==> config.mk <==
export PLATFORM = sky130hd
export DESIGN_NAME = starfield_top
export DESIGN_NICKNAME = d
export VERILOG_FILES = /design/src/verilog/bus_pkg.sv /design/src/verilog/video_pkg.sv /design/src/verilog/starfield_top.sv /design/src/verilog/star_mixer.sv /design/src/verilog/star_layer.sv /design/src/verilog/star_regs.sv /design/src/verilog/raster_timer.sv
export SDC_FILE = /design/constraint.sdc
export NUM_CORES = 1
export LEC_CHECK = 0
export ABC_CLOCK_PERIOD_IN_PS = 3940
export BUFFER_PORTS_ARGS = -buffer_cell sky130_fd_sc_hd__buf_2
export CAP_MARGIN = 25
export CELL_PAD_IN_SITES_DETAIL_PLACEMENT = 0
export CELL_PAD_IN_SITES_GLOBAL_PLACEMENT = 1
export CORE_MARGIN = 1.5
export CORE_UTILIZATION = 50
export CTS_CLUSTER_DIAMETER = 60
export DETAILED_ROUTE_END_ITERATION = 10
export PLACE_DENSITY_LB_ADDON = 0.1
export SKIP_CTS_REPAIR_TIMING = 1
export SLEW_MARGIN = 5
export SYNTH_ARGS = -nofsm -noshare
export SYNTH_HDL_FRONTEND = slang
export SYNTH_SLANG_ARGS = --single-unit
export TNS_END_PERCENT = 20
==> constraint.sdc <==
create_clock -name clk_24 -period 3.94 [get_ports clk_24]
set_input_delay 0 -clock clk_24 [delete_from_list [all_inputs] [get_ports clk_24]]
set_output_delay 0 -clock clk_24 [all_outputs]
set_load 0.05 [all_outputs]
==> src/verilog/bus_pkg.sv <==
package bus_pkg;

	typedef logic [7:0] addr_t;
	typedef logic [7:0] data_t;

	// Single-cycle write strobe from the CPU side
	typedef struct packed {
		logic wr;
		addr_t addr;
		data_t data;
	} bus_wr_t;

	typedef struct packed {
		logic enable;
		data_t speed;
	} layer_cfg_t;

	// Layer block, bits 2:1 pick the layer and bit 0 the register
	localparam addr_t REG_LAYER_BASE = 8'h00;
	localparam addr_t REG_PAUSE = 8'h30;

endpackage

==> src/verilog/video_pkg.sv <==
package video_pkg;

	typedef logic [8:0] count_t;
	typedef logic [7:0] colour_t;
	typedef logic [21:0] lfsr_t;

	// Frame and active area, in pixels and lines
	localparam count_t H_TOTAL = 9'd396;
	localparam count_t V_TOTAL = 9'd256;
	localparam count_t H_ACTIVE = 9'd320;
	localparam count_t V_ACTIVE = 9'd240;
	localparam count_t HS_START = 9'd336;
	localparam count_t HS_END = 9'd368;
	localparam count_t VS_START = 9'd244;
	localparam count_t VS_END = 9'd247;

	localparam int NUM_LAYERS = 3;
	localparam int LFSR_LEN = 22;

	typedef struct packed {
		count_t hcnt;
		count_t vcnt;
		logic hblank;
		logic vblank;
		logic hsync;
		logic vsync;
	} raster_t;

	typedef struct packed {
		logic on;
		colour_t colour;
	} star_pix_t;

	// Per-layer LFSR tables, narrower layers zero-extended to 22 bits
	localparam lfsr_t LAYER_SEED [3] = '{22'h1FFFFF, 22'h1FFFF0, 22'h1FFF00};
	localparam lfsr_t LAYER_MASK [3] = '{
		22'b0000111100001111000011,
		22'b0000011110000111100001,
		22'b0000011110000111100001
	};
	localparam lfsr_t LAYER_TAPS [3] = '{
		22'b1100000000000000000000,
		22'b0101010000000000000000,
		22'b0101000000000000000000
	};

endpackage
==> src/verilog/starfield_top.sv <==
module starfield_top #(
	parameter int NUM_LAYERS = video_pkg::NUM_LAYERS
) (
	input  logic               clk_24,
	input  logic               rst_n,
	input  logic               ce_6,
	input  logic               pause,
	input  bus_pkg::bus_wr_t   bus,
	output video_pkg::colour_t r,
	output video_pkg::colour_t g,
	output video_pkg::colour_t b,
	output logic               hsync,
	output logic               vsync,
	output logic               hblank,
	output logic               vblank
);

	video_pkg::raster_t raster;
	bus_pkg::layer_cfg_t cfg [NUM_LAYERS];
	video_pkg::star_pix_t stars [NUM_LAYERS];
	logic freeze;

	raster_timer i_timer (
		.clk_24 (clk_24),
		.rst_n  (rst_n),
		.ce_6   (ce_6),
		.raster (raster)
	);

	star_regs #(.NUM_LAYERS(NUM_LAYERS)) i_regs (
		.clk_24 (clk_24),
		.rst_n  (rst_n),
		.bus    (bus),
		.pause  (pause),
		.cfg    (cfg),
		.freeze (freeze)
	);

	for (genvar i = 0; i < NUM_LAYERS; i++)
	begin : g_layer
		star_layer #(.LAYER(i)) i_layer (
			.clk_24 (clk_24),
			.rst_n  (rst_n),
			.ce_6   (ce_6),
			.raster (raster),
			.cfg    (cfg[i]),
			.freeze (freeze),
			.star   (stars[i])
		);
	end

	star_mixer #(.NUM_LAYERS(NUM_LAYERS)) i_mixer (
		.clk_24 (clk_24),
		.rst_n  (rst_n),
		.raster (raster),
		.stars  (stars),
		.r      (r),
		.g      (g),
		.b      (b),
		.hsync  (hsync),
		.vsync  (vsync),
		.hblank (hblank),
		.vblank (vblank)
	);

endmodule

==> src/verilog/star_mixer.sv <==
module star_mixer #(
	parameter int NUM_LAYERS = video_pkg::NUM_LAYERS
) (
	input  logic                 clk_24,
	input  logic                 rst_n,
	input  video_pkg::raster_t   raster,
	input  video_pkg::star_pix_t stars [NUM_LAYERS],
	output video_pkg::colour_t   r,
	output video_pkg::colour_t   g,
	output video_pkg::colour_t   b,
	output logic                 hsync,
	output logic                 vsync,
	output logic                 hblank,
	output logic                 vblank
);

	// Flags as {hsync, vsync, hblank, vblank}
	logic [3:0] flags_q1;
	logic [3:0] flags_q2;
	video_pkg::colour_t grey;
	video_pkg::colour_t grey_q;

	// Walk down so the lowest lit layer is the last to assign
	always_comb
	begin
		grey = '0;
		for (int i = NUM_LAYERS - 1; i >= 0; i--)
		begin
			if (stars[i].on)
				grey = stars[i].colour & (8'hFF >> i);
		end
		if (flags_q1[1] || flags_q1[0])
			grey = '0;
	end

	always_ff @(posedge clk_24)
	begin
		if (!rst_n)
		begin
			flags_q1 <= '0;
			flags_q2 <= '0;
			grey_q <= '0;
		end
		else
		begin
			flags_q1 <= {raster.hsync, raster.vsync, raster.hblank, raster.vblank};
			flags_q2 <= flags_q1;
			grey_q <= grey;
		end
	end

	assign r = grey_q;
	assign g = grey_q;
	assign b = grey_q;
	assign {hsync, vsync, hblank, vblank} = flags_q2;

endmodule

==> src/verilog/star_layer.sv <==
module star_layer #(
	parameter int LAYER = 0
) (
	input  logic                  clk_24,
	input  logic                  rst_n,
	input  logic                  ce_6,
	input  video_pkg::raster_t    raster,
	input  bus_pkg::layer_cfg_t   cfg,
	input  logic                  freeze,
	output video_pkg::star_pix_t  star
);

	localparam video_pkg::lfsr_t SEED = video_pkg::LAYER_SEED[LAYER];
	localparam video_pkg::lfsr_t MASK = video_pkg::LAYER_MASK[LAYER];
	localparam video_pkg::lfsr_t TAPS = video_pkg::LAYER_TAPS[LAYER];

	video_pkg::lfsr_t lfsr;
	video_pkg::lfsr_t frame_start;
	bus_pkg::data_t skip;
	logic vblank_q;
	logic active;
	logic vb_rise;
	logic vb_fall;

	// Shift left, feedback from the tapped bits into bit 0
	function automatic video_pkg::lfsr_t lfsr_step(input video_pkg::lfsr_t s);
		return {s[video_pkg::LFSR_LEN-2:0], ^(s & TAPS)};
	endfunction

	assign active = !raster.hblank && !raster.vblank;
	assign vb_rise = raster.vblank && !vblank_q;
	assign vb_fall = !raster.vblank && vblank_q;

	always_ff @(posedge clk_24)
	begin
		if (!rst_n)
		begin
			lfsr <= SEED;
			frame_start <= SEED;
			skip <= '0;
			vblank_q <= 1'b0;
			star <= '0;
		end
		else
		begin
			vblank_q <= raster.vblank;

			// Scroll by advancing the frame start during vertical blank
			if (vb_rise)
			begin
				skip <= cfg.speed;
			end
			else if ((skip != '0) && !freeze)
			begin
				frame_start <= lfsr_step(frame_start);
				skip <= skip - 8'd1;
			end

			// Reseed as the visible frame begins
			if (vb_fall)
				lfsr <= frame_start;
			else if (ce_6 && !freeze && active)
				lfsr <= lfsr_step(lfsr);

			star.on <= cfg.enable && active && ((lfsr & MASK) == MASK);
			star.colour <= lfsr[7:0];
		end
	end

endmodule

==> src/verilog/star_regs.sv <==
module star_regs #(
	parameter int NUM_LAYERS = video_pkg::NUM_LAYERS
) (
	input  logic                clk_24,
	input  logic                rst_n,
	input  bus_pkg::bus_wr_t    bus,
	input  logic                pause,
	output bus_pkg::layer_cfg_t cfg [NUM_LAYERS],
	output logic                freeze
);

	logic [1:0] layer_sel;
	logic layer_hit;
	logic pause_hit;
	logic pause_trig;

	assign layer_sel = bus.addr[2:1];

	// Layers past the configured count fall through as unmapped
	assign layer_hit = bus.wr
		&& (bus.addr[7:3] == bus_pkg::REG_LAYER_BASE[7:3])
		&& (int'(layer_sel) < NUM_LAYERS);
	assign pause_hit = bus.wr && (bus.addr == bus_pkg::REG_PAUSE);

	always_ff @(posedge clk_24)
	begin
		if (!rst_n)
		begin
			for (int i = 0; i < NUM_LAYERS; i++)
				cfg[i] <= '0;
		end
		else if (layer_hit)
		begin
			for (int i = 0; i < NUM_LAYERS; i++)
			begin
				if (layer_sel == 2'(i))
				begin
					if (bus.addr[0])
						cfg[i].speed <= bus.data;
					else
						cfg[i].enable <= bus.data[0];
				end
			end
		end
	end

	// Pause input releases the trigger and wins over a new write
	always_ff @(posedge clk_24)
	begin
		if (!rst_n)
			pause_trig <= 1'b0;
		else if (pause)
			pause_trig <= 1'b0;
		else if (pause_hit)
			pause_trig <= 1'b1;
	end

	assign freeze = pause || pause_trig;

endmodule

==> src/verilog/raster_timer.sv <==
module raster_timer (
	input  logic               clk_24,
	input  logic               rst_n,
	input  logic               ce_6,
	output video_pkg::raster_t raster
);

	video_pkg::count_t h_next;
	video_pkg::count_t v_next;

	// Next pixel and line position
	always_comb
	begin
		h_next = raster.hcnt;
		v_next = raster.vcnt;
		if (raster.hcnt == video_pkg::H_TOTAL - 9'd1)
		begin
			h_next = '0;
			if (raster.vcnt == video_pkg::V_TOTAL - 9'd1)
				v_next = '0;
			else
				v_next = raster.vcnt + 9'd1;
		end
		else
		begin
			h_next = raster.hcnt + 9'd1;
		end
	end

	// Flags follow the new position in the same step
	always_ff @(posedge clk_24)
	begin
		if (!rst_n)
		begin
			raster <= '0;
		end
		else if (ce_6)
		begin
			raster.hcnt <= h_next;
			raster.vcnt <= v_next;
			raster.hblank <= h_next >= video_pkg::H_ACTIVE;
			raster.vblank <= v_next >= video_pkg::V_ACTIVE;
			raster.hsync <= (h_next >= video_pkg::HS_START) && (h_next < video_pkg::HS_END);
			raster.vsync <= (v_next >= video_pkg::VS_START) && (v_next < video_pkg::VS_END);
		end
	end

endmodule

==> run summary <==
status = complete, no violations
TritonRoute pass-1 iters = 5
share of cells above drive strength 1 = 0.1070
synth warn = 0
Max rail drop VDD = 386.2 uV
Reg-to-Reg End = g_layer[0].i_layer.lfsr[21]
post-route setup TNS = 0 ps
Final HPWL DP = 13.65 mm
Synth cell types = 64
clock sink total = 242
antenna violations before repair = 0
unrepaired setup endpoints after global routing = no
Mapped Area = 0.01002 mm2
H-tree Lvls = 1
Final period util = 0.5964
pwr dens = 689.1 mW/mm2
max_cap viols = 0
Total Die Area = 0.02090 mm2
DR vias = 7878
crit end category = flop
Slew Limit Fails = 0
CTS root buf = clkbuf_16
CP max FO = 40
ant diodes = 0
Critical Path Source = i_timer.raster[2]
Reg2Reg Depth = 6
critical path type = flop to flop
Via-to-Cell Ratio = 5.426
Die Y = 144.6 um
async set or reset register ratio after synthesis = 0
CP Data Required Time = 4390 ps
first-pass GRT wire length = 36.12 mm
CP Launch Type = flop
Finish-stage setup viols = 0
largest buffer count on any clock path = 3
grt ovf = 0
total core area = 0.01959 mm2
Final #Nets = 1198
WL/cell = 15.11 um
commonest cells in the netlist = nand2_1, dfxtp_1, nand3_1
syn_nets = 1177
Clock Latency Late Sink = 520 ps
Placer Congestion = 0.8216
area leader, netlist = dfxtp_1
vias in the first global route = 7133
Synth area leaders = dfxtp_1, nand2_1, a221o_1
Layout area overhead = 14.44%
syn avg cell area = 8.730 um2
Critical Path AT = 2800 ps
initial core utilization = 0.5116
Final min period = 2350 ps
crit path to = g_layer[0].i_layer.lfsr[21]
Leak = 4.555 nW
area share of the largest cell type after synthesis = 0.4834
maximum clock rate = 425.5 MHz
cells after synthesis = 1148
Hold WC Path Type = primary input to flop
Die Width = 144.6 um
Detail Route Antenna Nets = 0
final hold violations = 0
DP Cell Count = 1384
DRC Markers = 0
number of synthesized flops with an enable pin = 0
IO Pins = 49
CTS Buf Count = 27
sequential-to-total area share from yosys stat = 0.4834
pin count of the biggest net entering global routing = 151
#FFs+latches synth = 242
Detailed Route WL = 21.94 mm
Layout Skew = 8.818 ps
worst slew pin tran = 1001 ps
r2r setup slk = 1590 ps
Critical R2R Launch = i_timer.raster[2]
initial DRC count = 467
Power, Total = 7.904 mW
slew margin rel. = 0.3329
Layout fillers = 1799
fin cells = 1452
CTS clk-pin slew, worst paths = 60 ps
TritonCTS clock tree = built
row cnt = 51
most common cell in the netlist = nand2_1
Buffers on Ports = 48
top_reg_cell synth = dfxtp_1
Tot GR Track Use = 0.2130
==> state kept, by name, summed over array words and instances, names as in the netlist <==
name and count:
i_mixer.flags_q1 4, i_timer.raster 22, i_mixer.flags_q2 4, i_regs.pause_trig 1, i_mixer.b 8, g_layer.i_layer.frame_start 64, g_layer.i_layer.star 24, i_regs.cfg 27
g_layer.i_layer.skip 24, g_layer.i_layer.lfsr 64
==> layout make-up <==
cell class,instances,area [um2],share of cell area
clock buffer,37,753.2,0.06567
inverter,13,48.80,0.004254
sequential,242,4845,0.4224
multi-input combinational,801,4756,0.4146
clock inverter,10,161.4,0.01407
timing repair buffer,84,574.3,0.05007
tap,265,331.6,0.02891
==> per-stage QoR <==
step                worst slack (ps)    util  cell area [um2]  hold slack, ps
floorplan                       2074       -            10020           76.15
global placement                1573  0.5278            10340           200.4
detailed placement              1585  0.5278            10340           204.4
CTS                             1551  0.5745            11250          -343.2
global route                    1406  0.5855            11470           74.75
finish                          1590  0.5855            11470           37.00
==> worst min-delay path by stage <==
stage            start                                  to  slack [ps]  depth (start not counted)
5_1_grt        bus[15]                      i_regs.cfg[26]          70                          6
6_report         rst_n  g_layer[1].i_layer.frame_start[20]          40                          2
4_1_cts          pause                   i_regs.pause_trig        -340                          2
3_5_place_dp     pause                   i_regs.pause_trig         200                          2
3_3_place_gp     pause                   i_regs.pause_trig         200                          2
2_1_floorplan    pause                   i_regs.pause_trig          80                          1
==> logic make-up (layout without fill, tap and decap cells) <==
group | after synthesis | count (layout) | share of synthesized area
simple gates | 559 | 559 | 0.2644
flops | 242 | 242 | 0.4834
buf+inv | 105 | 144 | 0.04657
xor+xnor | 31 | 31 | 0.02709
mux | 23 | 23 | 0.02310
compound gates | 180 | 180 | 0.1454
fa+ha+maj | 8 | 8 | 0.009988
==> critical path, stage by stage, from the launching register on <==
cell,delay [ps]
dfxtp_1,370
nor2_1,280
nand3_1,260
nor2_4,820
buf_4,330
a222oi_1,80
nor2b_1,140
==> where the power goes <==
group	switching (mW)	leakage, nW	internal (mW)
registers	0.376	1.98	2.90
logic	1.17	2.13	0.887
clock network	0.976	0.443	1.59
total	2.52	4.56	5.39
==> layout by cell type (no fill, tap or decap), types with 20 or more instances in the layout <==
| cell type | synthesis | routed |
|---|---|---|
| a21oi_1 | 23 | 23 |
| nand3_1 | 79 | 79 |
| nand2_1 | 294 | 294 |
| a21boi_0 | 28 | 28 |
| mux2i_1 | 22 | 22 |
| nor2b_1 | 42 | 40 |
| dfxtp_1 | 242 | 242 |
| clkbuf_16 | 0 | 27 |
| xnor2_1 | 24 | 24 |
| and2_1 | 37 | 37 |
| buf_2 | 4 | 47 |
| nor2_1 | 36 | 35 |
| a221o_1 | 50 | 50 |
| dlygate4sd3_1 | 0 | 20 |
==> routing by layer <==
layer | vias up | track usage | routed length (um)
met5 | - | 0 | 0
met3 | 34 | 0.02649 | 810
met4 | 0 | 0.05157 | 430
met2 | 139 | 0.3412 | 9756
met1 | 3695 | 0.3049 | 10940
li1 | 4010 | - | -
(Power assumes the default switching activity.)
